$ cat src/common/soc_pkg.sv
package soc_pkg;

  localparam int ADDR_W     = 32;
  localparam int DATA_W     = 32;
  localparam int FIFO_DEPTH = 4;
  localparam int MEM_WORDS  = 256;
  localparam int GPIO_W     = 8;

  // word offset inside a slave region, sized for the memory
  localparam int OFFS_W = $clog2(MEM_WORDS);

  localparam logic [ADDR_W-1:0] MEM_BASE   = 32'h0000_0000;
  localparam logic [ADDR_W-1:0] MEM_BYTES  = ADDR_W'(MEM_WORDS * 4);
  localparam logic [ADDR_W-1:0] GPIO_BASE  = 32'h1000_0000;
  // two word registers, output data then input data
  localparam logic [ADDR_W-1:0] GPIO_BYTES = 32'h0000_0008;

  localparam logic [OFFS_W-1:0] GPIO_OUT_OFFS = '0;

  localparam logic [DATA_W-1:0] ERR_RDATA = 32'hDEAD_BEEF;

  typedef struct packed {
    logic [ADDR_W-1:0] addr;
    logic              write;
    logic [DATA_W-1:0] wdata;
  } req_t;

  typedef struct packed {
    logic [DATA_W-1:0] rdata;
    logic              err;
  } rsp_t;

  typedef enum logic [1:0] {
    SEL_MEM,
    SEL_GPIO,
    SEL_ERR
  } sel_e;

endpackage

$ cat src/common/slave_if.sv
`timescale 1ns/1ps

interface slave_if import soc_pkg::*; ();

  // request, held for the single cycle sel is high
  logic              sel;
  logic [OFFS_W-1:0] addr;
  logic              write;
  logic [DATA_W-1:0] wdata;

  // response, one cycle after sel
  logic              rsp_valid;
  logic [DATA_W-1:0] rdata;

  modport controller (
    output sel,
    output addr,
    output write,
    output wdata,
    input  rsp_valid,
    input  rdata
  );

  modport slave (
    input  sel,
    input  addr,
    input  write,
    input  wdata,
    output rsp_valid,
    output rdata
  );

endinterface

$ cat src/design/bus_ctrl.sv
`timescale 1ns/1ps

module bus_ctrl import soc_pkg::*; (
  input  logic        i_per_clk,
  input  logic        i_reset,
  input  logic        i_req_not_empty,
  input  req_t        i_req,
  input  logic        i_rsp_not_full,
  output logic        o_req_pop,
  output logic        o_rsp_push,
  output rsp_t        o_rsp,
  slave_if.controller mem,
  slave_if.controller gpio
);

  typedef enum logic [1:0] {
    ST_IDLE,
    ST_MEM,
    ST_GPIO
  } state_e;

  state_e            state;
  sel_e              sel;
  logic [ADDR_W-1:0] mem_rel;
  logic [ADDR_W-1:0] gpio_rel;
  logic              issue;

  // offsets relative to each region base
  assign mem_rel  = i_req.addr - MEM_BASE;
  assign gpio_rel = i_req.addr - GPIO_BASE;

  always_comb begin
    if (i_req.addr[1:0] != 2'b00) begin
      sel = SEL_ERR;
    end else if (mem_rel < MEM_BYTES) begin
      sel = SEL_MEM;
    end else if (gpio_rel < GPIO_BYTES) begin
      sel = SEL_GPIO;
    end else begin
      sel = SEL_ERR;
    end
  end

  // pop only with room for the response
  assign issue     = (state == ST_IDLE) && i_req_not_empty && i_rsp_not_full;
  assign o_req_pop = issue;

  assign mem.sel   = issue && (sel == SEL_MEM);
  assign mem.addr  = mem_rel[OFFS_W+1:2];
  assign mem.write = i_req.write;
  assign mem.wdata = i_req.wdata;

  assign gpio.sel   = issue && (sel == SEL_GPIO);
  assign gpio.addr  = gpio_rel[OFFS_W+1:2];
  assign gpio.write = i_req.write;
  assign gpio.wdata = i_req.wdata;

  // which slave owes a response
  always_ff @(posedge i_per_clk) begin
    if (i_reset) begin
      state <= ST_IDLE;
    end else begin
      case (state)
        ST_IDLE: begin
          if (mem.sel) begin
            state <= ST_MEM;
          end else if (gpio.sel) begin
            state <= ST_GPIO;
          end
        end
        ST_MEM: begin
          if (mem.rsp_valid) begin
            state <= ST_IDLE;
          end
        end
        ST_GPIO: begin
          if (gpio.rsp_valid) begin
            state <= ST_IDLE;
          end
        end
        default: state <= ST_IDLE;
      endcase
    end
  end

  always_comb begin
    o_rsp_push  = 1'b0;
    o_rsp.rdata = ERR_RDATA;
    o_rsp.err   = 1'b1;
    case (state)
      ST_MEM: begin
        o_rsp_push  = mem.rsp_valid;
        o_rsp.rdata = mem.rdata;
        o_rsp.err   = 1'b0;
      end
      ST_GPIO: begin
        o_rsp_push  = gpio.rsp_valid;
        o_rsp.rdata = gpio.rdata;
        o_rsp.err   = 1'b0;
      end
      // unmapped or misaligned, answered in the pop cycle
      default: o_rsp_push = issue && (sel == SEL_ERR);
    endcase
  end

endmodule

$ cat src/flat_wrapper.sv
// flat-port wrapper written by rule: the top's interface ports become plain ports
module bus_ctrl_flat import soc_pkg::*;
  (i_per_clk, i_reset, i_req_not_empty, i_req, i_rsp_not_full, o_req_pop, o_rsp_push, o_rsp, mem_sel, mem_addr, mem_write, mem_wdata, mem_rsp_valid, mem_rdata, gpio_sel, gpio_addr, gpio_write, gpio_wdata, gpio_rsp_valid, gpio_rdata);
  slave_if mem_i ();
  slave_if gpio_i ();
  input  logic i_per_clk;
  input  logic i_reset;
  input  logic i_req_not_empty;
  input  req_t i_req;
  input  logic i_rsp_not_full;
  output logic o_req_pop;
  output logic o_rsp_push;
  output rsp_t o_rsp;
  output wire logic [$bits(mem_i.sel)-1:0] mem_sel;
  output wire logic [$bits(mem_i.addr)-1:0] mem_addr;
  output wire logic [$bits(mem_i.write)-1:0] mem_write;
  output wire logic [$bits(mem_i.wdata)-1:0] mem_wdata;
  input wire logic [$bits(mem_i.rsp_valid)-1:0] mem_rsp_valid;
  input wire logic [$bits(mem_i.rdata)-1:0] mem_rdata;
  output wire logic [$bits(gpio_i.sel)-1:0] gpio_sel;
  output wire logic [$bits(gpio_i.addr)-1:0] gpio_addr;
  output wire logic [$bits(gpio_i.write)-1:0] gpio_write;
  output wire logic [$bits(gpio_i.wdata)-1:0] gpio_wdata;
  input wire logic [$bits(gpio_i.rsp_valid)-1:0] gpio_rsp_valid;
  input wire logic [$bits(gpio_i.rdata)-1:0] gpio_rdata;
  assign mem_sel = mem_i.sel;
  assign mem_addr = mem_i.addr;
  assign mem_write = mem_i.write;
  assign mem_wdata = mem_i.wdata;
  assign mem_i.rsp_valid = mem_rsp_valid;
  assign mem_i.rdata = mem_rdata;
  assign gpio_sel = gpio_i.sel;
  assign gpio_addr = gpio_i.addr;
  assign gpio_write = gpio_i.write;
  assign gpio_wdata = gpio_i.wdata;
  assign gpio_i.rsp_valid = gpio_rsp_valid;
  assign gpio_i.rdata = gpio_rdata;
  bus_ctrl u_core (.i_per_clk(i_per_clk), .i_reset(i_reset), .i_req_not_empty(i_req_not_empty), .i_req(i_req), .i_rsp_not_full(i_rsp_not_full), .o_req_pop(o_req_pop), .o_rsp_push(o_rsp_push), .o_rsp(o_rsp), .mem(mem_i), .gpio(gpio_i));
endmodule
$ cat config.mk
export PLATFORM = sky130hd
export DESIGN_NAME = bus_ctrl_flat
export DESIGN_NICKNAME = d
export VERILOG_FILES = /design/src/common/soc_pkg.sv /design/src/common/slave_if.sv /design/src/design/bus_ctrl.sv /design/src/flat_wrapper.sv
export SDC_FILE = /design/constraint.sdc
export NUM_CORES = 1
export LEC_CHECK = 0
export CELL_PAD_IN_SITES_DETAIL_PLACEMENT = 1
export CELL_PAD_IN_SITES_GLOBAL_PLACEMENT = 1
export CORE_AREA = 2 2 99 101
export DETAILED_ROUTE_END_ITERATION = 16
export DIE_AREA = 0 0 101 103
export DONT_BUFFER_PORTS = 1
export PLACE_DENSITY = 0.37
export RECOVER_POWER = 25
export SKIP_CTS_REPAIR_TIMING = 1
export SYNTH_ARGS = -nofsm -noshare
export SYNTH_HDL_FRONTEND = slang
export SYNTH_SLANG_ARGS = --single-unit
$ cat constraint.sdc
create_clock -name i_per_clk -period 1.95 [get_ports i_per_clk]
set_input_delay 0.195 -clock i_per_clk [delete_from_list [all_inputs] [get_ports i_per_clk]]
set_output_delay 0.195 -clock i_per_clk [all_outputs]
set_load 0.03 [all_outputs]
# Word level (Yosys, flattened, before mapping)
# Index checks and enable logic that the tools add are counted.
# classes
add_sub_neg	1
order_cmp	2
eq_ne	7
muxes	10
reduce_logical	9
# op_table
cell	count
$pmux 33 s2	1
$lt 32x11->1 const B	1
$lt 32x4->1 const B	1
$sub 32x29->32 const B	1
$mux 2	7
$pmux 2 s3	1
$logic_and 1x1->1	5
$eq 2x1->1 const B	2
$eq 2x2->1 const B	2
$logic_not 2->1	2
$ne 2x2->1 const B	2
$ne 3x3->1 const B	1
$reduce_and 3->1	1
$pmux 1 s2	1
$reduce_bool 2->1	1
# word_totals
register_bits	2
input_bits	135
wordCells	30

# Depth between registers and ports, before layout
# depth
word_depth	10
depth_mapped	6
ltp_nobuf	6

# Worst setup path before layout
# Ideal clock, no wire load.
# synth_path
kind	register to output
startpoint	register u_core.state[0]
endpoint	output gpio_sel
arrival_time_ns	1.856
setup_slack_ns	-0.101
path_stages_with_launch	6
path_cell_list	dfxtp_1 > inv_1 > ha_1 > and3_1 > nand3_1 > nor3_1
# synth_between
elab_chain_cells	4
# synth_rtl
item	line	source
start, declared	bus_ctrl.sv:22	state_e state;
start signal, assigned	bus_ctrl.sv:61	state <= ST_IDLE;
start signal, assigned	bus_ctrl.sv:66	state <= ST_MEM;
start signal, assigned	bus_ctrl.sv:68	state <= ST_GPIO;
$logic_not 2->1	bus_ctrl.sv:45	assign issue = (state == ST_IDLE) && i_req_not_empty && i_rsp_not_full;
$logic_and 1x1->1 (2 in a row)	bus_ctrl.sv:45	
named net o_req_pop	flat_wrapper.sv:11	output logic o_req_pop;
$logic_and 1x1->1	bus_ctrl.sv:53	assign gpio.sel = issue && (sel == SEL_GPIO);
end, declared	flat_wrapper.sv:20	output wire logic [$bits(gpio_i.sel)-1:0] gpio_sel;
# The timed path passes the listed nets, and every way through them passes these cells.

==> results.rst <==
.. list-table::
   :header-rows: 1

   * - Metric
     - Value
   * - Run status
     - completed
   * - Unrepaired setup endpoints after global routing
     - false
   * - Seq/Total Area, Yosys
     - 0.02999
   * - Relative max-transition margin
     - 0.7452
   * - Number of buffers added by the clock tree synthesis step
     - 3
   * - EDFF count, synth
     - 0
   * - R2R Path Start
     - u_core.state[1]
   * - Number of input and output port buffers inserted
     - 0
   * - Final clock skew
     - 0.001756 ns
   * - Synth async-reset ratio
     - 0
   * - H-Tree Level Count
     - 1
   * - Hold Path Origin
     - i_reset
   * - Final weighted congestion of routability-driven global placement
     - 0.7143
   * - Via count
     - 968
   * - Max FFs per register
     - 2
   * - Initial antenna violation count
     - 0
   * - Clk pin slew, worst setup/hold paths
     - 0.03 ns
   * - Top cells by instance count after synthesis
     - sky130_fd_sc_hd__buf_4, sky130_fd_sc_hd__a221o_1, sky130_fd_sc_hd__clkbuf_1
   * - Number of instances in the synthesized netlist
     - 172
   * - Count of maximum capacitance violations
     - 0
   * - Die H
     - 103 µm
   * - Starting density of the core
     - 0.1411
   * - Min-delay worst type
     - primary input to flop
   * - Predominant post-synthesis flop cell
     - sky130_fd_sc_hd__dfxtp_1
   * - I/O pin cnt
     - 254
   * - Filler-free cell count of the finished design
     - 214
   * - Wire length after detailed routing
     - 4.020 mm
   * - Post-layout net count
     - 240
   * - Average wire length per cell after detail routing
     - 18.79 µm
   * - Hold Vio Cnt, Final
     - 0
   * - Share of the synthesized area in the top cell type
     - 0.4611
   * - Cell count after placement
     - 211
   * - Sw Ratio
     - 0.1744
   * - Worst Setup End Kind
     - primary output
   * - Proportion of power drawn by flip-flops and latches
     - 0.187
   * - Die ar.
     - 10400 µm²
   * - Slowest cell on the critical path
     - sky130_fd_sc_hd__a221o_1
   * - Width of the die
     - 101 µm
   * - Largest net degree at the start of global routing
     - 22
   * - Global-route wire length before repair
     - 5.313 mm
   * - Design internal power
     - 182.6 µW
   * - Setup crit start kind
     - flop
   * - Maximum fanout encountered on the critical timing path
     - 21
   * - Core Footprint
     - 9459 µm²
   * - Post-route DRC
     - 0
   * - Grt total ovfl
     - 0
   * - Core Rows
     - 36
   * - Clk sinks
     - 2
   * - Area of all placed cells without fillers
     - 1018 µm²
   * - Crit path arrival time
     - 1.67 ns
   * - Antenna-violating nets left
     - 0
   * - Global router's overall resource usage
     - 0.06769
   * - Peak per-stage delay on the critical path
     - 0.44 ns
   * - Fraction of the cycle the final worst path needs
     - 0.9569
   * - Library cell with the highest instance count after synthesis
     - sky130_fd_sc_hd__buf_4
   * - Share of final-layout standard cells stronger than drive strength 1
     - 0.3400
   * - Critical path origin
     - u_core.state[0]
   * - Avg Cell Area, Syn
     - 7.762 µm²
   * - Master cell of the clock root buffer
     - sky130_fd_sc_hd__clkbuf_8
   * - Initial drt markers
     - 25
   * - Gate power share
     - 0.099
   * - TritonRoute pass-1 iters
     - 4
   * - Post-synthesis register bit count
     - 2
   * - Yosys warns
     - 0
   * - Clock network fraction of design power
     - 0.715
   * - Maximum root-to-sink buffer count
     - 2
   * - Final worst path period need
     - 1.866 ns
   * - Worst ir drop on vdd
     - 0.1266 mV
   * - Cell area power density
     - 217.2 nW/µm²
   * - Maximum clock frequency
     - 535.9 MHz
   * - CTS tree
     - done
   * - Setup-violating endpoint count in the final report
     - 0
   * - Clock latency at the later pin of the worst-skew pair
     - 0.21 ns
   * - Antenna Cells
     - 0
   * - Vias in the first global route
     - 962
   * - Area of placed instances
     - 962.2 µm²
   * - Largest Register
     - u_core.state
   * - Cell breakdown of the critical path
     - inv_1 > ha_2 > clkinv_1 > buf_4 > a221o_1
   * - Biggest regs
     - u_core.state (2)
   * - Area overhead of the layout relative to synthesis
     - -23.71%
   * - Cell taking the most area after synthesis
     - sky130_fd_sc_hd__buf_4
   * - Total net switching power
     - 38.57 µW
   * - Slew Viols, Final
     - 0
   * - Critical path required time
     - 1.75 ns
   * - Setup Crit Path Kind
     - flop to primary output
   * - Distinct cells, synth
     - 27
   * - Mapped cell area
     - 1335 µm²
   * - Post-Synthesis Net Count
     - 310
   * - Largest cells by area after synthesis
     - sky130_fd_sc_hd__buf_4, sky130_fd_sc_hd__a221o_1, sky130_fd_sc_hd__a22oi_1
   * - Detail Placement HPWL
     - 3.442 mm
   * - Via density per instance
     - 4.523
   * - Standby leakage power
     - 0.2900 nW
   * - Worst-Margin Slew
     - 0.3822 ns
worst max-delay path: cells and delay by family (launching register included):
| family | cells | cell delay (ns) |
|---|---|---|
| buffers and inverters | 3 | 0.36 |
| adders and majority gates | 1 | 0.31 |
| DFF | 1 | 0.35 |
| AOI/OAI and AO/OA | 1 | 0.44 |
cells in the final DEF, fill, tap and decap left out, types with 2 or more instances in the layout:
| cell type | count |
|---|---|
| sky130_fd_sc_hd__nor4_2 | 3 |
| sky130_fd_sc_hd__clkbuf_8 | 3 |
| sky130_fd_sc_hd__inv_1 | 4 |
| sky130_fd_sc_hd__a22oi_1 | 10 |
| sky130_fd_sc_hd__buf_4 | 17 |
| sky130_fd_sc_hd__a221o_2 | 2 |
| sky130_fd_sc_hd__nor2_1 | 8 |
| sky130_fd_sc_hd__nand4b_1 | 2 |
| sky130_fd_sc_hd__a221o_1 | 22 |
| sky130_fd_sc_hd__ha_1 | 2 |
| sky130_fd_sc_hd__nand2_1 | 3 |
| sky130_fd_sc_hd__nor3_1 | 3 |
| sky130_fd_sc_hd__nor4_4 | 2 |
metal layers:
metal / global-route usage / vias up / part of all wire
met5: 0 / - / 0
met4: 0.02911 / 0 / 0.020
met3: 0.01831 / 12 / 0.12
met2: 0.1277 / 116 / 0.51
met1: 0.07054 / 430 / 0.36
li1: - / 410 / -
power groups by stage:
stage          registers, mW  logic [mW]  clock network, mW
2_1_floorplan         0.0418       0.330                  0
3_3_place_gp          0.0418      0.0209                  0
3_5_place_dp          0.0418      0.0211                  0
4_1_cts               0.0413      0.0212              0.164
5_1_grt               0.0412      0.0236              0.171
6_report              0.0413      0.0218              0.158
kinds of logic (layout without fill, tap and decap cells):
logic type,Yosys count,after routing,synth area share
buf+inv,98,26,0.5061
compound gates,40,40,0.2756
simple gates,29,29,0.1603
fa+ha+maj,3,3,0.02812
flops,2,2,0.02999
final cells by class:
cell class,count,area (µm²)
multi-input cells,72,635.6
flip-flops and latches,2,41.29
inverters,5,18.77
well taps,114,142.6
clock buffers,3,41.29
repair buffers,18,138.9
fillers,1134,8441
path summary, 6_finish.rpt:
path | endpoint | slack [ns] | cells past startpoint
min | u_core.state[0] | 0.05 | 1
max | o_rsp[32] | 0.08 | 5
max reg2reg | u_core.state[1] | 0.35 | 6
min reg2reg | u_core.state[0] | 0.51 | 2
per-stage QoR:
step	hold slack [ns]	setup slack [ns]	utilization	TNS (ns)	total power, mW
after floorplan	0.2644	-0.1006	-	-0.2011	0.3722
after global placement	0.2683	0.2814	0.1017	0	0.06268
after detailed placement	0.2723	0.2606	0.1017	0	0.06288
after CTS	0.05435	0.02719	0.1061	0	0.2267
after global routing	0.04720	0.004158	0.1077	0	0.2355
final	0.05258	0.08400	0.1077	0	0.2212
Note: power is estimated with default switching activity, not from simulation.
