### config.mk
export PLATFORM = sky130hd
export DESIGN_NAME = bus_fifo
export DESIGN_NICKNAME = d
export VERILOG_FILES = /design/src/common/soc_pkg.sv /design/src/design/bus_fifo.sv
export SDC_FILE = /design/constraint.sdc
export NUM_CORES = 1
export LEC_CHECK = 0
export ABC_AREA = 1
export ABC_CLOCK_PERIOD_IN_PS = 3350
export BUFFER_PORTS_ARGS = -buffer_cell sky130_fd_sc_hd__buf_2
export CAP_MARGIN = 20
export CORE_MARGIN = 3
export CORE_UTILIZATION = 38
export CTS_BUF_LIST = sky130_fd_sc_hd__clkbuf_2 sky130_fd_sc_hd__clkbuf_4 sky130_fd_sc_hd__clkbuf_8
export DETAILED_ROUTE_END_ITERATION = 8
export RECOVER_POWER = 25
export SYNTH_ARGS = -nofsm -noshare
export SYNTH_HDL_FRONTEND = slang
export SYNTH_SLANG_ARGS = --single-unit
### constraint.sdc
create_clock -name i_per_clk -period 3.35 [get_ports i_per_clk]
set_clock_uncertainty 0.05 [all_clocks]
set_input_delay 0.335 -clock i_per_clk [delete_from_list [all_inputs] [get_ports i_per_clk]]
set_output_delay 0.335 -clock i_per_clk [all_outputs]
set_load 0.01 [all_outputs]
### src/common/soc_pkg.sv
package soc_pkg;

  localparam int ADDR_W     = 32;
  localparam int DATA_W     = 32;
  localparam int FIFO_DEPTH = 4;
  localparam int MEM_WORDS  = 256;
  localparam int GPIO_W     = 8;

  // word offset inside a slave region, sized for the memory
  localparam int OFFS_W = $clog2(MEM_WORDS);

  localparam logic [ADDR_W-1:0] MEM_BASE   = 32'h0000_0000;
  localparam logic [ADDR_W-1:0] MEM_BYTES  = ADDR_W'(MEM_WORDS * 4);
  localparam logic [ADDR_W-1:0] GPIO_BASE  = 32'h1000_0000;
  // two word registers, output data then input data
  localparam logic [ADDR_W-1:0] GPIO_BYTES = 32'h0000_0008;

  localparam logic [OFFS_W-1:0] GPIO_OUT_OFFS = '0;

  localparam logic [DATA_W-1:0] ERR_RDATA = 32'hDEAD_BEEF;

  typedef struct packed {
    logic [ADDR_W-1:0] addr;
    logic              write;
    logic [DATA_W-1:0] wdata;
  } req_t;

  typedef struct packed {
    logic [DATA_W-1:0] rdata;
    logic              err;
  } rsp_t;

  typedef enum logic [1:0] {
    SEL_MEM,
    SEL_GPIO,
    SEL_ERR
  } sel_e;

endpackage

### src/design/bus_fifo.sv
`timescale 1ns/1ps

module bus_fifo import soc_pkg::*; #(
  parameter type T     = logic [DATA_W-1:0],
  parameter int  DEPTH = FIFO_DEPTH
) (
  input  logic i_per_clk,
  input  logic i_reset,
  input  logic i_push,
  input  T     i_data,
  input  logic i_pop,
  output logic o_not_full,
  output logic o_not_empty,
  output T     o_data
);

  T                             mem [DEPTH];
  logic [$clog2(DEPTH)-1:0]     wr_ptr;
  logic [$clog2(DEPTH)-1:0]     rd_ptr;
  logic [$clog2(DEPTH+1)-1:0]   count;
  logic                         do_push;
  logic                         do_pop;

  assign o_not_full  = (int'(count) != DEPTH);
  assign o_not_empty = (count != '0);

  // push on full and pop on empty are dropped
  assign do_push = i_push && o_not_full;
  assign do_pop  = i_pop && o_not_empty;

  assign o_data = mem[rd_ptr];

  always_ff @(posedge i_per_clk) begin
    if (do_push) begin
      mem[wr_ptr] <= i_data;
    end
  end

  always_ff @(posedge i_per_clk) begin
    if (i_reset) begin
      wr_ptr <= '0;
      rd_ptr <= '0;
      count  <= '0;
    end else begin
      if (do_push) begin
        wr_ptr <= (int'(wr_ptr) == DEPTH - 1) ? '0 : wr_ptr + 1'b1;
      end
      if (do_pop) begin
        rd_ptr <= (int'(rd_ptr) == DEPTH - 1) ? '0 : rd_ptr + 1'b1;
      end
      case ({do_push, do_pop})
        2'b10:   count <= count + 1'b1;
        2'b01:   count <= count - 1'b1;
        default: count <= count;
      endcase
    end
  end

endmodule

== Word-level counts from Yosys, hierarchy flattened ==
Memories as Yosys holds them, arrays and structs flattened. A register that Yosys moved wholly into a read port is not among the register bits.
Index checks and enable logic that the tools add are counted.

* Bits in writable memories: 128
* Output and inout port bits: 34
* Memories: 1
* Register bits: 7
* Bits of input ports: 36

* Add/sub/neg operators: 4
* Reduce and logical (&&, ||, !) cells: 4
* Muxes and demuxes: 7
* Equal/unequal tests: 5

{| class="wikitable"
|+ Memories
! name !! depth !! width !! rd ports !! clocked after Yosys merged registers in !! write ports !! RTL line !! text
|-
| mem || 4 || 32 || 1 || 1 || 1 || bus_fifo.sv:17 || <nowiki>T mem [DEPTH];</nowiki>
|}

{| class="wikitable"
|+ Operator list
! kind !! count
|-
| $mux 2 || 4
|-
| $eq 2x1->1 const B || 3
|-
| $pmux 3 s2 || 1
|-
| $add 2x1->2 const B || 2
|-
| $add 3x1->3 const B || 1
|-
| $ne 3x3->1 const B || 1
|-
| $reduce_bool 3->1 || 1
|-
| $sub 3x1->3 const B || 1
|-
| $eq 2x2->1 const B || 1
|-
| $logic_and 1x1->1 || 2
|-
| $mux 1 || 2
|-
| $reduce_bool 2->1 || 1
|}

== Logic depth before layout (Yosys ltp) ==
Gate-level depths: netlist of the first run.

* Depth after elaboration: 4
* Mapped depth: 13
* Mapped depth without buffers: 13

== Worst setup path after synthesis of the first run ==
Ideal clock, no wire load.

* Kind: reg2reg
* From: register count[1]
* To: memory mem[3][0] in the netlist's numbering, enable pin
* Period minus slack after synthesis: 2.424 ns
* Data arrival time: 1.953 ns
* Slack: 0.926 ns
* Stages on the path, launching flop included: 5
* Library setup time: 0.421 ns
* Cells stage by stage: dfxtp_1 nor2_1 nand2_2 nand2_4 nor2_1

* Word-level cells in the longest chain between the ends: 4

{| class="wikitable"
|+ RTL lines
! element !! RTL line !! text
|-
| from (decl) || bus_fifo.sv:20 || <nowiki>logic [$clog2(DEPTH+1)-1:0] count;</nowiki>
|-
| from (signal assigned) || bus_fifo.sv:52 || <nowiki>2'b10: count <= count + 1'b1;</nowiki>
|-
| from (signal assigned) || bus_fifo.sv:53 || <nowiki>2'b01: count <= count - 1'b1;</nowiki>
|-
| from (signal assigned) || bus_fifo.sv:54 || <nowiki>default: count <= count;</nowiki>
|-
| $ne 3x3->1 || bus_fifo.sv:24 || <nowiki>assign o_not_full = (int'(count) != DEPTH);</nowiki>
|-
| via o_not_full || bus_fifo.sv:12 || <nowiki>output logic o_not_full,</nowiki>
|-
| $logic_and 1x1->1 || bus_fifo.sv:28 || <nowiki>assign do_push = i_push && o_not_full;</nowiki>
|-
| $mux 1 || bus_fifo.sv:34 || <nowiki>if (do_push) begin</nowiki>
|-
| $mux 1 (implied by the code) || bus_fifo.sv:35 || <nowiki>mem[wr_ptr] <= i_data;</nowiki>
|-
| to (decl) || bus_fifo.sv:17 ||
|}

The timed path passes the listed nets, and every way through them passes these cells.

==> results of run 1 <==
[registers in the layout, summed over array words and instances (netlist names), named ones only]
name,count
mem,128
count,3
rd_ptr,2
wr_ptr,2
[worst max-delay path, cell delays in order, from the launching register on]
cell and delay [ns]:
dfxtp_2 0.92, inv_8 0.29, o21ai_0 0.27, o22ai_1 0.11, buf_2 0.15
[worst max-delay path by stage]
stage,start,endpoint,slack (ns),depth (start not counted)
3_3_place_gp,flop,o_data[15],1.18,4
4_1_cts,flop,o_data[0],0.68,4
2_1_floorplan,count[1]$_SDFFE_PP0P_,mem[3][0]$_DFFE_PP_,0.93,4
5_1_grt,flop,o_data[21],0.46,4
3_5_place_dp,flop,o_data[0],1.18,4
6_report,flop,o_data[20],0.75,4
[logic make-up after synthesis]
| kind of cell | after synthesis | synth area share [%] |
|---|---|---|
| fa+ha+maj | 7 | 1.800 |
| buf+inv | 37 | 4.404 |
| compound gates | 102 | 10.42 |
| flops | 137 | 76.15 |
| simple gates | 96 | 7.222 |
[cells in the mapped netlist, types with 2 or more instances]
cell / n / area share [%]
buf_2: 6 / 0.57
buf_4: 3 / 0.43
o22ai_1: 32 / 3.8
dfxtp_1: 9 / 3.4
a21oi_1: 4 / 0.38
edfxtp_1: 128 / 73
buf_6: 9 / 1.9
inv_1: 16 / 1.1
o21ai_0: 38 / 3.6
nand2_1: 12 / 0.85
nand3b_1: 2 / 0.28
ha_1: 6 / 1.4
o21ai_1: 28 / 2.7
nor2_1: 78 / 5.5
[stage by stage]
stage / cells / util [%] / worst slack [ns] / hold slack [ns] / instance area, µm²
2_1_floorplan: 379 / - / 0.9259 / 0.3839 / 5284
3_3_place_gp: 607 / 42.82 / 1.176 / 0.4634 / 5738
3_5_place_dp: 607 / 42.82 / 1.183 / 0.4659 / 5738
4_1_cts: 639 / 46.14 / 0.6847 / 0.03724 / 6183
5_1_grt: 641 / 46.29 / 0.4633 / 0.06039 / 6203
6_report: 641 / 46.29 / 0.7481 / 0.09109 / 6203
[routing by layer]
metal | up-vias | part of all wire [%] | wire length (µm)
li1 | 1536 | - | -
met4 | 0 | 1.3 | 143
met5 | - | 0 | 0
met1 | 1570 | 47 | 4998
met3 | 11 | 5.3 | 564
met2 | 83 | 46 | 4942
[final cells by class]
cell class / count / area (µm²) / area share (%)
sequential: 137 / 4025 / 64.89
multi-input combinational: 205 / 1057 / 17.04
timing repair buffer: 73 / 380.4 / 6.132
tap: 176 / 220.2 / 3.550
inverter: 18 / 75.07 / 1.210
clock inverter: 14 / 203.9 / 3.288
clock buffer: 18 / 241.5 / 3.893
[power by group through the flow]
stage               Combinational (mW)  Clock, mW  Sequential, mW
floorplan                        0.896          0            2.15
global placement                  1.25          0            2.20
detailed placement                1.27          0            2.21
CTS                               1.27       1.51            2.17
global route                      1.42       1.60            2.19
finish                            1.26       1.49            2.17
==> metrics.md, run 1 <==
| Metric | Value |
|---|---|
| Grt met1 use | `about a fifth` |
| IO Pins | `70` |
| R2R depth | `4` |
| DP HPWL | `between 6000 and 7000 µm` |
| Grt met3 use | `about 4.8%` |
| Tot Pwr | `4.913 mW` |
| First-pass GRT wire length | `between 15000 and 20000 µm` |
| Rows | `42` |
| Syn Inst Count | `379` |
| Initial antenna violation count | `0` |
| Hold path cells | `1` |
| DR vias | `3200` |
| FFs w/ async S/R, synth | `0%` |
| Combinational group share of total power | `between 20 and 30%` |
| Worst slew pin tran | `between 1 and 1.5 ns` |
| H-tree Lvls | `4` |
| Layout cell share with drive strength beyond 1 | `about a fifth` |
| # setup viols final | `0` |
| RSZ-0062 raised after global routing | `false` |
| Synth Register Bits | `~140` |
| Core ar. | `~13000 µm²` |
| Worst hold start | `i_data[8]` |
| Drt drc | `0` |
| Clk pwr share | `30.2%` |
| Most frequent cells in the layout | `edfxtp_1 (128), nor2_1 (74), buf_2 (47)` |
| Port bufs | `between 60 and 70` |
| Reg clk slew, reported paths | `around 0.07 ns` |
| Routed Antenna Nets | `0` |
| WL final | `around 11000 µm` |
| Grt peak-use layer | `met2` |
| Slew HR | `29.85%` |
| CTS tree | `done` |
| Latest clock arrival within the worst-skew pair | `0.43 ns` |
| Slew Limit Fails | `0` |
| Synth Area per Inst | `around 14 µm²` |
| Gpl congestion | `~0.71` |
| Area Overhead vs Synth | `17.40%` |
| Synth Cell Area | `between 5000 and 6000 µm²` |
| Synthesized net count | `around 420` |
| Drt pass-1 iters | `4` |
| Predominant post-synthesis flop cell | `edfxtp_1` |
| Longest Clk Path Bufs | `2` |
| GR Util All Layers | `approximately 15%` |
| RR Endpoint | `mem[0][17]$_DFFE_PP_` |
| Filler cell count | `~1200` |
| Pwr/cell area | `around 790 nW/µm²` |
| Critical Path RT | `around 3.0 ns` |
| Worst min path class | `in2reg` |
| Status | `finished clean` |
| Starting DRT DRC Count | `~260` |
| Cts repair resizes | `0` |
| Post-route minimum period | `2.602 ns` |
| VDD IR max | `between 0.3 and 0.4 mV` |
| Pint | `3.383 mW` |
| Ant diodes | `0` |
| Final hold viol count | `0` |
| CTS root buf | `clkbuf_8` |
| Netlist cell types | `22` |
| Die area | `around 15000 µm²` |
| Setup bufs post-CTS | `0` |
| R2r setup slk | `1.41 ns` |
| Worst Setup Start Kind | `flop` |
| Sequential Power Share | `roughly 44%` |
| Crit share post-route | `between 70 and 80%` |
| Setup TNS | `0 ns` |
| Avg WL per Cell | `roughly 17 µm` |
| Crit Path Max Fanout | `between 60 and 70` |
| CTS sink count | `~140` |
| Switching fraction of total power | `a little over 30%` |
| Vias in the first global route | `between 3000 and 4000` |
| Crit end category | `primary output` |
| Peak Freq | `0.3843 GHz` |
| Met2 Resource Use GR | `a little under a quarter` |
| Post-DR vias/cell | `4.992` |
| Layout net count | `between 400 and 500` |
| Worst Hold Path EP | `mem[1][8]$_DFFE_PP_` |
| Post-synthesis sequential area ratio | `between 70% and 80%` |
| EDFF count, synth | `~130` |
| Starting Density | `roughly 40%` |
| Die Wd | `about 120 µm` |
| Most common cell after layout, fill and taps aside | `edfxtp_1` |
| Worst path arrival time | `~2.2 ns` |
| Total CTS buffers | `17` |
| Switching Power | `roughly 1.5 mW` |
| Yosys warning count | `0` |
| RR Startpoint | `count[1]$_SDFFE_PP0P_` |
| Largest net degree at the start of global routing | `65` |
| Die Ht | `~120 µm` |
| LEAKAGE | `roughly 2.2 nW` |
| Post-cts hold buffer count | `0` |
| Crit Path Class | `reg2out` |
| Max-cap violation count | `0` |
| Grt ovf | `0` |
(Power assumes the default switching activity.)
==> run 2: changes to the inputs <==
ABC_CLOCK_PERIOD_IN_PS = 2600   (was 3350)
clock period = 2.6 ns   (was 3.35 ns; I/O delays follow)
==> run 2 against run 1 <==
Effect of this change:
- design area increased by 4.5%
- critical endpoint is now o_data[22]
- sequential cell count is the same
- non-clock buffer count rose by 37
==> metrics.md, run 2 (same netlist as run 1, synthesis figures left out) <==
| Metric | Value |
|---|---|
| Status | `finished clean` |
| Crit end category | `primary output` |
| Worst setup margin | `0.4072 ns (-0.3409 ns)` |
| Max reg flops | `128 (unchanged)` |
| Die Ht | `123.9 µm (unchanged)` |
| LEAKAGE | `2.293 nW (+5.8%)` |
| Setup TNS | `0 ns (unchanged)` |
| Filler cell count | `1209 (-2.3%)` |
| Largest net degree at the start of global routing | `65 (unchanged)` |
| Register with the most flip-flops | `mem` |
| Worst Setup Start Kind | `flop` |
| WL final | `10800 µm (+1.5%)` |
| Post-placement setup slack | `0.7083 ns (-0.4742 ns)` |
| CTS root buf | `clkbuf_8` |
| Slew HR | `59.88% (+30 points)` |
| Crit Path Class | `reg2out` |
| Port bufs | `69 (unchanged)` |
| Grt ovf | `0 (unchanged)` |
| Slew Limit Fails | `0 (unchanged)` |
| Post-DR vias/cell | `4.910 (-1.6%)` |
| Post-route minimum period | `2.193 ns` |
| DR vias | `3329 (+4.0%)` |
| Layout cell share with drive strength beyond 1 | `19.32% (-0.032 points)` |
| Rows | `42 (unchanged)` |
| Latest clock arrival within the worst-skew pair | `0.43 ns (about the same)` |
| Longest Clk Path Bufs | `2 (unchanged)` |
| Worst hold start | `i_push` |
| Ant diodes | `0 (unchanged)` |
| Layout net count | `532 (+7.5%)` |
| Reg clk slew, reported paths | `0.07 ns (about the same)` |
| Crit Path Max Fanout | `19 (-70%)` |
| Core ar. | `13400 µm² (unchanged)` |
| Worst path arrival time | `1.88 ns (-0.34 ns)` |
| Cts repair resizes | `0 (unchanged)` |
| Crit share post-route | `approximately 84%` |
| Vias in the first global route | `3368 (+5.0%)` |
| Starting Density | `39.43% (unchanged)` |
| Gpl congestion | `0.7095 (+0.17%)` |
| Most common cell after layout, fill and taps aside | `edfxtp_1` |
| Final hold viol count | `0 (unchanged)` |
| Die Wd | `123.9 µm (unchanged)` |
| First-pass GRT wire length | `17250 µm (+3.1%)` |
| Max-cap violation count | `0 (unchanged)` |
| Avg WL per Cell | `15.94 µm (-4.1%)` |
| Die area | `15360 µm² (unchanged)` |
| CTS sink count | `137 (unchanged)` |
| Worst slew pin tran | `0.6009 ns (-0.4488 ns)` |
| H-tree Lvls | `4 (unchanged)` |
| GR Util All Layers | `15.02% (+0.22 points)` |
| Peak Freq | `approximately 0.46 GHz` |
| Setup bufs post-CTS | `0 (unchanged)` |
| CTS tree | `done` |
| Total CTS buffers | `17 (unchanged)` |
| Most frequent cells in the layout | `edfxtp_1 (128), nor2_1 (74), buf_2 (49)` |
| Initial antenna violation count | `0 (unchanged)` |
| Drt pass-1 iters | `4 (unchanged)` |
| # setup viols final | `0 (unchanged)` |
| RR Startpoint | `count[1]$_SDFFE_PP0P_` |
| Area Overhead vs Synth | `22.71%` |
| Routed Antenna Nets | `0 (unchanged)` |
| Largest registers | `mem (128), count (3)` |
| Critical Path RT | `2.29 ns (-0.67 ns)` |
| Pwr/cell area | `947.5 nW/µm² (+20%)` |
| Drt drc | `0 (unchanged)` |
| RSZ-0062 raised after global routing | `false` |
| VDD IR max | `0.4439 mV (+42%)` |
| DP HPWL | `6399 µm (+2.1%)` |
| Worst min path class | `in2reg` |
| Starting DRT DRC Count | `226 (-12%)` |
| IO Pins | `70 (unchanged)` |
run 2: cell types whose count changed in the layout (fill, tap and decap cells not counted), sizes merged:
cell / change
bufinv: -3
inv: +3
buf: +7
dlygate4sd3: +32
clkinvlp: +1
clkbuf: -3
run 2: critical path: stages, from the launching register on:
cell and delay (ns):
dfxtp_2 0.55, buf_4 0.31, o21ai_0 0.12, o22ai_1 0.28, buf_2 0.19
run 2: where the power goes:
part | total (mW) | internal [mW] | switching, mW | leakage (nW)
clock network | 1.67 | 0.851 | 0.816 | 0.184
registers | 2.75 | 2.66 | 0.0919 | 1.25
logic | 1.73 | 0.609 | 1.12 | 0.860
run 2: routing by layer:
layer,GRT usage [%],vias up,part of all wire [%]
met5,0,-,0
met4,4.928,0,0.40
met3,4.223,4,5.5
met2,24.60,76,49
met1,19.41,1629,45
li1,-,1620,-
run 2: final timing paths:
kind / cells after the start / endpoint / slack [ns]
max reg2reg: 10 / count[2]$_SDFFE_PP0P_ / 0.68
min: 3 / wr_ptr[1]$_SDFFE_PP0P_ / 0.10
max: 4 / o_data[22] / 0.41
min reg2reg: 2 / count[0]$_SDFFE_PP0P_ / 0.49
run 2: timing repair:
action	CTS	global route
hold buffers	30	2
hold endpoints to repair	120	7
setup endpoints to repair	0	0
run 2: cell type report:
type	count	area, µm²	share of cell area [%]
clock inverter	15	151.4	2.335
clock buffer	17	234.0	3.609
timing repair buffer	110	720.7	11.12
multi-input combinational	205	1057	16.31
tap	176	220.2	3.396
sequential	137	4025	62.08
inverter	18	75.07	1.158
run 2: metrics by stage:
step                      utilization [%]  power, mW  area (µm²)  hold WS, ns  cells
final                               48.38      6.143        6484       0.1041    678
after global routing                48.38      6.531        6484       0.1152    678
after CTS                           48.42      6.223        6489    0.0002675    676
after detailed placement            43.31      4.516        5803       0.4317    614
after global placement              43.31      4.479        5803       0.4252    614
after floorplan                         -      3.920        5284       0.3089    379
