**src/common/soc_pkg.sv**
```systemverilog
package soc_pkg;

  localparam int ADDR_W     = 32;
  localparam int DATA_W     = 32;
  localparam int FIFO_DEPTH = 4;
  localparam int MEM_WORDS  = 256;
  localparam int GPIO_W     = 8;

  // word offset inside a slave region, sized for the memory
  localparam int OFFS_W = $clog2(MEM_WORDS);

  localparam logic [ADDR_W-1:0] MEM_BASE   = 32'h0000_0000;
  localparam logic [ADDR_W-1:0] MEM_BYTES  = ADDR_W'(MEM_WORDS * 4);
  localparam logic [ADDR_W-1:0] GPIO_BASE  = 32'h1000_0000;
  // two word registers, output data then input data
  localparam logic [ADDR_W-1:0] GPIO_BYTES = 32'h0000_0008;

  localparam logic [OFFS_W-1:0] GPIO_OUT_OFFS = '0;

  localparam logic [DATA_W-1:0] ERR_RDATA = 32'hDEAD_BEEF;

  typedef struct packed {
    logic [ADDR_W-1:0] addr;
    logic              write;
    logic [DATA_W-1:0] wdata;
  } req_t;

  typedef struct packed {
    logic [DATA_W-1:0] rdata;
    logic              err;
  } rsp_t;

  typedef enum logic [1:0] {
    SEL_MEM,
    SEL_GPIO,
    SEL_ERR
  } sel_e;

endpackage

```
**src/common/slave_if.sv**
```systemverilog
`timescale 1ns/1ps

interface slave_if import soc_pkg::*; ();

  // request, held for the single cycle sel is high
  logic              sel;
  logic [OFFS_W-1:0] addr;
  logic              write;
  logic [DATA_W-1:0] wdata;

  // response, one cycle after sel
  logic              rsp_valid;
  logic [DATA_W-1:0] rdata;

  modport controller (
    output sel,
    output addr,
    output write,
    output wdata,
    input  rsp_valid,
    input  rdata
  );

  modport slave (
    input  sel,
    input  addr,
    input  write,
    input  wdata,
    output rsp_valid,
    output rdata
  );

endinterface

```
**src/design/gpio_slave.sv**
```systemverilog
`timescale 1ns/1ps

module gpio_slave import soc_pkg::*; (
  input  logic              i_per_clk,
  input  logic              i_reset,
  input  logic [GPIO_W-1:0] i_gpio_in,
  output logic [GPIO_W-1:0] o_gpio_out,
  slave_if.slave            bus
);

  logic [GPIO_W-1:0] out_q;
  logic [GPIO_W-1:0] in_meta;
  logic [GPIO_W-1:0] in_sync;

  assign o_gpio_out = out_q;

  // two-stage sync on the pins
  always_ff @(posedge i_per_clk) begin
    in_meta <= i_gpio_in;
    in_sync <= in_meta;
  end

  always_ff @(posedge i_per_clk) begin
    if (i_reset) begin
      out_q <= '0;
    end else if (bus.sel && bus.write && bus.addr == GPIO_OUT_OFFS) begin
      out_q <= bus.wdata[GPIO_W-1:0];
    end
  end

  always_ff @(posedge i_per_clk) begin
    if (i_reset) begin
      bus.rsp_valid <= 1'b0;
    end else begin
      bus.rsp_valid <= bus.sel;
    end
  end

  // writes return zero, input register is read only
  always_ff @(posedge i_per_clk) begin
    if (bus.sel) begin
      if (bus.write) begin
        bus.rdata <= '0;
      end else if (bus.addr == GPIO_OUT_OFFS) begin
        bus.rdata <= DATA_W'(out_q);
      end else begin
        bus.rdata <= DATA_W'(in_sync);
      end
    end
  end

endmodule

```
**src/flat_wrapper.sv**
```systemverilog
// flat-port wrapper written by rule: the top's interface ports become plain ports
module gpio_slave_flat import soc_pkg::*;
  (i_per_clk, i_reset, i_gpio_in, o_gpio_out, bus_sel, bus_addr, bus_write, bus_wdata, bus_rsp_valid, bus_rdata);
  slave_if bus_i ();
  input  logic i_per_clk;
  input  logic i_reset;
  input  logic [GPIO_W-1:0] i_gpio_in;
  output logic [GPIO_W-1:0] o_gpio_out;
  input wire logic [$bits(bus_i.sel)-1:0] bus_sel;
  input wire logic [$bits(bus_i.addr)-1:0] bus_addr;
  input wire logic [$bits(bus_i.write)-1:0] bus_write;
  input wire logic [$bits(bus_i.wdata)-1:0] bus_wdata;
  output wire logic [$bits(bus_i.rsp_valid)-1:0] bus_rsp_valid;
  output wire logic [$bits(bus_i.rdata)-1:0] bus_rdata;
  assign bus_i.sel = bus_sel;
  assign bus_i.addr = bus_addr;
  assign bus_i.write = bus_write;
  assign bus_i.wdata = bus_wdata;
  assign bus_rsp_valid = bus_i.rsp_valid;
  assign bus_rdata = bus_i.rdata;
  gpio_slave u_core (.i_per_clk(i_per_clk), .i_reset(i_reset), .i_gpio_in(i_gpio_in), .o_gpio_out(o_gpio_out), .bus(bus_i));
endmodule
```
**config.mk**
```make
export PLATFORM = sky130hd
export DESIGN_NAME = gpio_slave_flat
export DESIGN_NICKNAME = d
export VERILOG_FILES = /design/src/common/soc_pkg.sv /design/src/common/slave_if.sv /design/src/design/gpio_slave.sv /design/src/flat_wrapper.sv
export SDC_FILE = /design/constraint.sdc
export NUM_CORES = 1
export LEC_CHECK = 0
export BUFFER_PORTS_ARGS = -buffer_cell sky130_fd_sc_hd__buf_4
export CAP_MARGIN = 0
export CORE_ASPECT_RATIO = 0.75
export CORE_MARGIN = 1
export CORE_UTILIZATION = 45
export CTS_BUF_LIST = sky130_fd_sc_hd__clkbuf_8
export DETAILED_ROUTE_END_ITERATION = 7
export GPL_TIMING_DRIVEN = 0
export PLACE_DENSITY = 0.87
export SLEW_MARGIN = 5
export SYNTH_ARGS = -nofsm -noshare
export SYNTH_HDL_FRONTEND = slang
export SYNTH_SLANG_ARGS = --single-unit
export TNS_END_PERCENT = 20
```
**constraint.sdc**
```tcl
create_clock -name i_per_clk -period 5 [get_ports i_per_clk]
set_clock_uncertainty 0.15 [all_clocks]
set_input_delay 1.5 -clock i_per_clk [delete_from_list [all_inputs] [get_ports i_per_clk]]
set_output_delay 1.5 -clock i_per_clk [all_outputs]
set_load 0.03 [all_outputs]
```
After elaboration in Yosys (flattened, before gate mapping). Index checks and enable logic that the tools add are counted.

Register bits: 57. Word-level logic and storage cells: 9. Output and inout bits: 41. Input bits: 52.

Reduce and logical (&&, ||, !) cells: 3. Multiplexer cells: 1.

Operators with widths (number): $logic_not 8->1 (1); $mux 8 (1); $logic_and 1x1->1 (2).

Logic depth before layout (Yosys ltp). Gate-level depths: netlist (run 1).

Depth after elaboration: 2. Gate-level depth with buffers: 4. Gate-level depth less buffers: 3.

Worst setup path after synthesis (run 1). OpenSTA, ideal clock, no wires.

Path type: input to register. Start point: input port bus_addr[5]. End point: register u_core.out_q[0] (netlist: u_core.o_gpio_out[0]). Arrival time: 2768 ps. Stages on the path: 4. Slack: 2010 ps. Path buffers: 1. Required time: 4778 ps. Library setup time: 72 ps. Cell sequence: or4_1 > buf_2 > nor3_4 > mux2i_1.

Cells in the longest elaborated chain, start to end: 2.

Ends and longest elaborated chain: from (decl) (line flat_wrapper.sv:10) `input wire logic [$bits(bus_i.addr)-1:0] bus_addr;`; $logic_not 8->1 (line gpio_slave.sv:26) `end else if (bus.sel && bus.write && bus.addr == GPIO_OUT_OFFS) begin`; $logic_and 1x1->1 (line gpio_slave.sv:26); to (signal assigned) (line gpio_slave.sv:27) `out_q <= bus.wdata[GPIO_W-1:0];`; to (decl) (line gpio_slave.sv:11) `logic [GPIO_W-1:0] out_q;`.

Every way passes these cells. A chain may end at the register's enable or synchronous reset.

Worst setup path in the final report (run 1).
Start point: input port bus_addr[3]. End point: register u_core.bus.rdata[1] (data pin).

Cells in the longest elaborated chain, start to end: 2.

Ends and longest elaborated chain: $logic_not 8->1 (line gpio_slave.sv:44) `end else if (bus.addr == GPIO_OUT_OFFS) begin`; $mux 8 (line gpio_slave.sv:44); to (signal assigned) (line gpio_slave.sv:45) `bus.rdata <= DATA_W'(out_q);`; to (signal assigned) (line gpio_slave.sv:47) `bus.rdata <= DATA_W'(in_sync);`; to (decl) (line slave_if.sv:30) `output rdata`.

Every way passes these cells.

==> results of run 1 <==
-- worst register-to-register path: stages (launching register included) --
cell     delay (ns)
dfxtp_1        0.39
nand3_1        0.13
a21oi_1        0.19
-- layout make-up --
cell class	count	area, µm²	share of cell area
multi-input cells	79	448	0.243
plain buffers	28	204	0.111
well taps	36	45.0	0.0244
clock inverters	3	16.3	0.00881
repair buffers	43	323	0.175
clock buffers	5	68.8	0.0373
flip-flops and latches	33	741	0.401
-- cells in the mapped netlist --
cell,count
dfxtp_1,25
nor3_4,1
buf_4,24
conb_1,1
or4_4,1
nand2b_1,16
o21ai_0,5
or4_1,1
mux2i_1,8
a21oi_1,8
nand3_1,8
nor2b_1,1
buf_1,1
edfxtp_1,8
buf_6,1
o21ai_1,3
nor4_1,2
nand2_1,1
clkbuf_1,1
buf_2,1
-- where the power goes --
group	leakage (nW)	total [mW]	internal [mW]	switching (mW)
clock network	0.0482	0.188	0.0961	0.0916
logic	0.518	0.0877	0.0372	0.0504
registers	0.288	0.288	0.285	0.00306
total	0.854	0.564	0.419	0.145
-- per-layer routing --
layer,routed length (µm),global-route usage
met5,0,0
met4,48,0.107
met3,228,0.0660
met2,1220,0.293
met1,1040,0.188
-- layout by cell type (no fill, tap or decap) --
cell type	count
buf_4	67
dfxtp_1	25
conb_1	24
nand2b_1	16
mux2i_1	8
nand3_1	8
a21oi_1	8
edfxtp_1	8
o21ai_0	5
clkbuf_8	5
o21ai_1	3
nor4_1	2
clkinv_2	2
clkbuf_1	1
or4_4	1
buf_6	1
or4_1	1
buf_2	1
buf_1	1
nand2_1	1
nor3_4	1
nor2b_1	1
inv_4	1
-- state kept, by name, summed over array words and instances, names as in the netlist --
name,flops
u_core.in_meta,8
u_core.o_gpio_out,8
u_core.bus.rdata,8
u_core.bus.rsp_valid,1
u_core.in_sync,8
-- how the worst max path moves through the flow --
stage	endpoint	slack (ns)	cells past startpoint
2_1_floorplan	u_core.o_gpio_out[0]	2.01	4
3_3_place_gp	u_core.o_gpio_out[2]	1.77	5
3_5_place_dp	u_core.o_gpio_out[0]	1.71	5
4_1_cts	u_core.o_gpio_out[0]	1.99	5
5_1_grt	u_core.bus.rdata[1]	1.84	4
6_report	u_core.bus.rdata[1]	1.98	4
-- logic make-up after synthesis --
group | count (synthesis) | synth area share
simple gates | 31 | 0.151
mux | 8 | 0.0613
compound gates | 16 | 0.0613
other cells | 1 | 0.00287
buf+inv | 28 | 0.156
flops | 33 | 0.567
==> results.sh, run 1 <==
export IMPL_status="finished clean"
export IMPL_antenna_found_initial=0
export IMPL_setup_tns_ns=0
export IMPL_synth_top_cell_area_share=0.383
export IMPL_crit_buf_inv=1
export IMPL_min_period_over_period=0.604
export IMPL_synth_warnings=0
export IMPL_grt_pass1_vias=957
export IMPL_vias=976
export IMPL_holdBufCountCts=0
export IMPL_final_util=0.688
export IMPL_io_pins=93
export IMPL_power_density_nw_per_um2=306
export IMPL_cp_start_kind="primary input"
export IMPL_crit_type="primary input to register"
export IMPL_crit_start="bus_addr[3]"
export IMPL_hold_depth=0
export IMPL_avgSynthCellArea_um2=11.2
export IMPL_rr_startpoint="u_core.o_gpio_out[1]"
export IMPL_cts_tree="built"
export IMPL_h_tree_depth=2
export IMPL_maxSlewHeadroom=0.249
export IMPL_dp_cells=219
export IMPL_track_usage=0.175
export IMPL_antenna_left=0
export IMPL_max_cap_violations=0
export IMPL_drive_above_1_share=0.414
export IMPL_postSynthCellCount=117
export IMPL_post_dp_cell_area_um2=1760
export IMPL_initial_core_util=0.487
export IMPL_rsz0062_at_grt="false"
export IMPL_postCtsSetupBuffers=0
export IMPL_end_kind="register"
export IMPL_ir_drop_uv=241
export IMPL_path_clk_slew_ns=0.06
export IMPL_slowest_stage="nor4_1"
export IMPL_wire_per_inst_um=11.2
export IMPL_period_minus_slack_ns=3.02
export IMPL_gp_congestion=0.785
export IMPL_hold_slack_ns=0.177
export IMPL_setup_ws_ns=1.98
export IMPL_placementRows=16
export IMPL_setup_violations=0
export IMPL_drt_wl_total_mm=2.53
export IMPL_cp_slowest_stage_delay_ns=0.94
export IMPL_ys_seq_area_frac=0.567
export IMPL_die_y_um=48.7
export IMPL_pre_cts_slack_ns=1.71
export IMPL_fmax_mhz=331
export IMPL_die_area_um2=3120
export IMPL_clock_latency_ns=0.27
export IMPL_regToRegEndpoint="u_core.bus.rdata[1]"
export IMPL_r2r_setup_slack_ns=4.00
export IMPL_fin_area_um2=1850
export IMPL_worstPathCellList="buf_4 -> nor4_1 -> nand3_1 -> a21oi_1"
export IMPL_worstMarginPinSlew_ns=1.12
export IMPL_dp_hpwl_mm=2.04
export IMPL_post_cts_resized=0
export IMPL_core_area_um2=2680
export IMPL_grt_max_degree=12
export IMPL_synth_largest_area_cell="dfxtp_1"
export IMPL_maxSlewViolCount=0
export IMPL_crit_required_ns=4.98
export IMPL_numCtsBuffers=5
export IMPL_first_pass_iters=4
export IMPL_holdCritPathClass="register to register"
export IMPL_hold_viol=0
export IMPL_synth_seq_cells=33
export IMPL_layoutNonFillerInstCount=227
export IMPL_overflow=0
export IMPL_hold_path_end="u_core.in_sync[1]"
export IMPL_die_w_um=64.2
export IMPL_total_power_uw=564
export IMPL_min_from="u_core.in_meta[1]"
export IMPL_insertedDiodeCount=0
export IMPL_drc=0
export IMPL_leakage_nw=0.854
export IMPL_via_per_inst=4.30
export IMPL_area_growth_pct=41.3
export IMPL_grt_pass1_wl_mm=4.02
export IMPL_crit_path_max_fanout=8
export IMPL_yosysUniqueCellTypes=20
export IMPL_io_buffers=43
export IMPL_nets=242
export IMPL_r2r_cells=2
export IMPL_arrival_ns=3.00
export IMPL_critPathTopFamily="simple AND/OR/NAND/NOR gates"
export IMPL_n_fill_cell=197
export IMPL_synthesis_area_um2=1310
export IMPL_cts_sinks=33
export IMPL_synthTopCellsByArea="dfxtp_1 38%, edfxtp_1 18%, buf_4 14%"
export IMPL_clock_root_buffer="clkbuf_8"
export IMPL_clk_path_buf_depth=2
export IMPL_drtIter0Drc=24
(Power assumes the default switching activity.)
==> inputs of run 2 (changes only) <==
--- a/config.mk
+++ b/config.mk
@@ -9,11 +9,11 @@
 export CAP_MARGIN = 0
 export CORE_ASPECT_RATIO = 0.75
 export CORE_MARGIN = 1
-export CORE_UTILIZATION = 45
+export CORE_UTILIZATION = 38
 export CTS_BUF_LIST = sky130_fd_sc_hd__clkbuf_8
 export DETAILED_ROUTE_END_ITERATION = 7
 export GPL_TIMING_DRIVEN = 0
-export PLACE_DENSITY = 0.87
+export PLACE_DENSITY = 0.78
 export SLEW_MARGIN = 5
 export SYNTH_ARGS = -nofsm -noshare
 export SYNTH_HDL_FRONTEND = slang
==> constraint.sdc (replaced) <==
create_clock -name i_per_clk -period 2.7 [get_ports i_per_clk]
set_clock_uncertainty 0.15 [all_clocks]
set_input_delay 0.81 -clock i_per_clk [delete_from_list [all_inputs] [get_ports i_per_clk]]
set_output_delay 0.81 -clock i_per_clk [all_outputs]
set_load 0.03 [all_outputs]
==> results.sh, run 2 (synthesized netlist as in run 1, its figures left out) <==
export IMPL_status="finished clean"
export IMPL_gp_congestion=0.736
export IMPL_arrival_ns=2.33
export IMPL_clock_latency_ns=0.28
export IMPL_drive_above_1_share=0.408
export IMPL_wire_per_inst_um=10.2
export IMPL_cp_start_kind="primary input"
export IMPL_drtIter0Drc=17
export IMPL_io_pins=93
export IMPL_numCtsBuffers=5
export IMPL_h_tree_depth=2
export IMPL_io_buffers=43
export IMPL_post_cts_resized=0
export IMPL_grt_max_degree=11
export IMPL_track_usage=0.141
export IMPL_die_y_um=52.8
export IMPL_cts_sinks=33
export IMPL_layout_commonest_cell="buf_4"
export IMPL_r2r_cells=2
export IMPL_vias=967
export IMPL_initial_core_util=0.397
export IMPL_power_density_nw_per_um2=561
export IMPL_nets=242
export IMPL_maxSlewViolCount=0
export IMPL_min_period_over_period=0.838
export IMPL_multi_input_area_um2=448
export IMPL_drc=0
export IMPL_end_kind="register"
export IMPL_cp_slowest_stage_delay_ns=0.50
export IMPL_hold_depth=0
export IMPL_crit_required_ns=2.77
export IMPL_clk_path_buf_depth=2
export IMPL_crit_type="primary input to register"
export IMPL_insertedDiodeCount=0
export IMPL_layout_common_cells="67 x buf_4, 25 x dfxtp_1, 24 x conb_1"
export IMPL_slowest_stage="or4_1"
export IMPL_leakage_nw=0.855
export IMPL_period_minus_slack_ns=2.26
export IMPL_holdCritPathClass="register to register"
export IMPL_drt_wl_total_mm=2.35
export IMPL_dp_hpwl_mm=1.85
export IMPL_postCtsSetupBuffers=0
export IMPL_fmax_mhz=442
export IMPL_holdBufCountCts=0
export IMPL_ir_drop_uv=396
export IMPL_path_clk_slew_ns=0.06
export IMPL_cts_tree="built"
export IMPL_placementRows=18
export IMPL_grt_pass1_vias=878
export IMPL_core_area_um2=3290
export IMPL_setup_tns_ns=0
export IMPL_antenna_found_initial=0
export IMPL_first_pass_iters=4
export IMPL_worstMarginPinSlew_ns=1.11
export IMPL_n_fill_cell=296
export IMPL_hold_slack_ns=0.175
export IMPL_max_cap_violations=0
export IMPL_die_area_um2=3680
export IMPL_clock_root_buffer="clkbuf_8"
export IMPL_register_area_um2=741
export IMPL_hold_viol=0
export IMPL_die_w_um=69.7
export IMPL_setup_violations=0
export IMPL_antenna_left=0
export IMPL_crit_path_max_fanout=9
export IMPL_area_growth_pct=41.5
export IMPL_rsz0062_at_grt="false"
export IMPL_overflow=0
export IMPL_maxSlewHeadroom=0.254
export IMPL_via_per_inst=4.19
export IMPL_worstPathCellList="buf_4 -> or4_1 -> buf_2 -> nor3_4 -> mux2i_1"
export IMPL_grt_pass1_wl_mm=3.77
## run 2: cell counts in the layout (fill, tap and decap cells not counted)
Identical to the previous run, type by type.
## run 2: area by class of cell
| cell class | count | share of cell area |
|---|---|---|
| Sequential cell | 33 | 0.401 |
| Multi-Input combinational cell | 79 | 0.242 |
| Timing Repair Buffer | 43 | 0.175 |
| Buffer | 28 | 0.110 |
| Clock buffer | 5 | 0.0372 |
| Tap cell | 40 | 0.0271 |
| Clock inverter | 3 | 0.00745 |
## run 2: routing by layer
metal	share of wire	global-route usage	up-vias	routed length [µm]
met5	0	0	-	0
met4	0.017	0.0700	0	41
met3	0.10	0.0750	5	239
met2	0.45	0.233	47	1060
met1	0.43	0.150	415	1010
li1	-	-	500	-
## run 2: path summary, 6_finish.rpt
| check | from | endpoint | slack [ns] |
|---|---|---|---|
| worst max-delay path | bus_addr[5] | u_core.o_gpio_out[6] | 0.44 |
| worst min register to register | u_core.in_meta[4] | u_core.in_sync[4] | 0.17 |
| worst max register to register | u_core.o_gpio_out[4] | u_core.bus.rdata[4] | 1.75 |
| worst min-delay path | u_core.in_meta[4] | u_core.in_sync[4] | 0.17 |
## run 2: worst max-delay path: cells and delay by family
family	cells	cell delay [ns]
buf+inv	2	0.31
mux	1	0.24
simple gates	2	0.97
## run 2: power by group
part           total, mW  switching [mW]  internal [mW]
registers          0.534         0.00505          0.529
clock network      0.342           0.168          0.174
logic              0.160          0.0914         0.0689
## run 2: per-stage QoR
step	setup slack, ns	area [µm²]	power (mW)	instances	util
floorplan	0.400	1390	0.653	140	-
global placement	0.147	1770	0.703	223	0.537
detailed placement	0.133	1770	0.704	223	0.537
CTS	0.433	1850	1.05	231	0.562
global route	0.208	1850	1.08	231	0.562
finish	0.438	1850	1.04	231	0.562
==> inputs of run 3 (changes only) <==
==> constraint.sdc (replaced) <==
create_clock -name i_per_clk -period 1.9 [get_ports i_per_clk]
set_clock_uncertainty 0.15 [all_clocks]
set_input_delay 0.57 -clock i_per_clk [delete_from_list [all_inputs] [get_ports i_per_clk]]
set_output_delay 0.57 -clock i_per_clk [all_outputs]
set_load 0.03 [all_outputs]
==> results.sh, run 3 (synthesized netlist as in run 1, its figures left out) <==
export IMPL_status="finished clean"
export IMPL_cts_sinks=33
export IMPL_layout_commonest_cell="buf_4"
export IMPL_drtIter0Drc=41
export IMPL_vias=974
export IMPL_max_cap_violations=0
export IMPL_gp_congestion=0.711
export IMPL_holdCritPathClass="register to register"
export IMPL_total_power_mw=1.77
export IMPL_crit_path_max_fanout=9
export IMPL_core_area_um2=3290
export IMPL_insertedDiodeCount=0
export IMPL_hold_viol=0
export IMPL_holdBufCountCts=0
export IMPL_leakage_nw=0.882
export IMPL_grt_max_degree=13
export IMPL_overflow=0
export IMPL_antenna_found_initial=0
export IMPL_first_pass_iters=4
export IMPL_period_minus_slack_ns=1.84
export IMPL_layout_common_cells="68 x buf_4, 25 x dfxtp_1, 24 x conb_1"
export IMPL_numCtsBuffers=5
export IMPL_drive_above_1_share=0.429
export IMPL_cp_start_kind="primary input"
export IMPL_clock_latency_ns=0.28
export IMPL_ir_drop_uv=452
export IMPL_grt_pass1_wl_mm=3.96
export IMPL_n_fill_cell=288
export IMPL_end_kind="register"
export IMPL_drc=0
export IMPL_io_buffers=43
export IMPL_final_util=0.587
export IMPL_die_area_um2=3680
export IMPL_rsz0062_at_grt="false"
export IMPL_drt_wl_total_mm=2.45
export IMPL_io_pins=93
export IMPL_fmax_mhz=545
export IMPL_min_period_over_period=0.966
export IMPL_crit_required_ns=1.96
export IMPL_grt_pass1_vias=902
export IMPL_h_tree_depth=2
export IMPL_power_density_nw_per_um2=918
export IMPL_maxSlewHeadroom=0.507
export IMPL_wire_per_inst_um=10.6
export IMPL_path_clk_slew_ns=0.07
export IMPL_worstMarginPinSlew_ns=0.734
export IMPL_die_w_um=69.7
export IMPL_cts_tree="built"
export IMPL_area_growth_pct=47.8
export IMPL_initial_core_util=0.397
export IMPL_nets=242
export IMPL_worstPathCellList="buf_4 -> or4_4 -> nor3_4 -> buf_12 -> mux2i_1"
export IMPL_slowest_stage="or4_4"
export IMPL_setup_violations=0
export IMPL_crit_type="primary input to register"
export IMPL_antenna_left=0
export IMPL_maxSlewViolCount=0
export IMPL_dp_hpwl_mm=1.90
export IMPL_clock_root_buffer="clkbuf_8"
export IMPL_die_y_um=52.8
export IMPL_track_usage=0.143
export IMPL_placementRows=18
export IMPL_cp_slowest_stage_delay_ns=0.60
export IMPL_clk_path_buf_depth=2
export IMPL_arrival_ns=1.90
export IMPL_via_per_inst=4.22
export IMPL_hold_slack_ns=0.180
==> run 3: stage by stage <==
stage               area [µm²]  std cells  setup WS [ns]  setup TNS (ns)
floorplan                 1400        140         -0.157           -1.26
global placement          1780        223         -0.397           -5.96
detailed placement        1780        223         -0.431           -6.42
CTS                       1950        233         0.0334               0
global route              1930        231         0.0103               0
finish                    1930        231         0.0641               0
==> run 3: power breakdown <==
part	internal (mW)	switching, mW	leakage [nW]	total (mW)
combinational	0.0979	0.132	0.526	0.230
sequential	0.751	0.00796	0.288	0.759
clock	0.528	0.256	0.0687	0.784
total	1.38	0.396	0.882	1.77
==> run 3: cell type report <==
| cell class | count | area, µm² | area share |
|---|---|---|---|
| Sequential cell | 33 | 741 | 0.384 |
| Multi-Input combinational cell | 79 | 464 | 0.240 |
| Timing Repair Buffer | 45 | 350 | 0.181 |
| Buffer | 26 | 188 | 0.0972 |
| Clock buffer | 5 | 68.8 | 0.0356 |
| Clock inverter | 3 | 68.8 | 0.0356 |
| Tap cell | 40 | 50.0 | 0.0259 |
==> run 3: worst paths after layout <==
path | cells past startpoint | from | to | slack [ns]
max reg2reg | 2 | u_core.o_gpio_out[7] | u_core.bus.rdata[7] | 0.96
max | 5 | bus_addr[5] | u_core.o_gpio_out[3] | 0.06
min | 0 | u_core.in_meta[2] | u_core.in_sync[2] | 0.18
min reg2reg | 0 | u_core.in_meta[2] | u_core.in_sync[2] | 0.18
==> run 3: critical path, delay by kind of cell <==
kind | cells | cell delay, ns
muxes | 1 | 0.18
buffers and inverters | 2 | 0.28
and+or+nand+nor | 2 | 0.87
==> run 3: repair_timing <==
item / in CTS / in global routing
endpoints found under the hold margin: 0 / 0
resized for setup: 2 / 0
cloned: 0 / 0
pin swaps: 1 / 1
setup buffers: 2 / 0
setup endpoints to repair: 16 / 4
==> run 3: routing by layer <==
| layer | global-route usage | vias to the layer above | routed length [µm] |
|---|---|---|---|
| met5 | 0 | - | 0 |
| met4 | 0.0400 | 0 | 24 |
| met3 | 0.0692 | 5 | 269 |
| met2 | 0.246 | 51 | 1140 |
| met1 | 0.160 | 424 | 1020 |
| li1 | - | 494 | - |
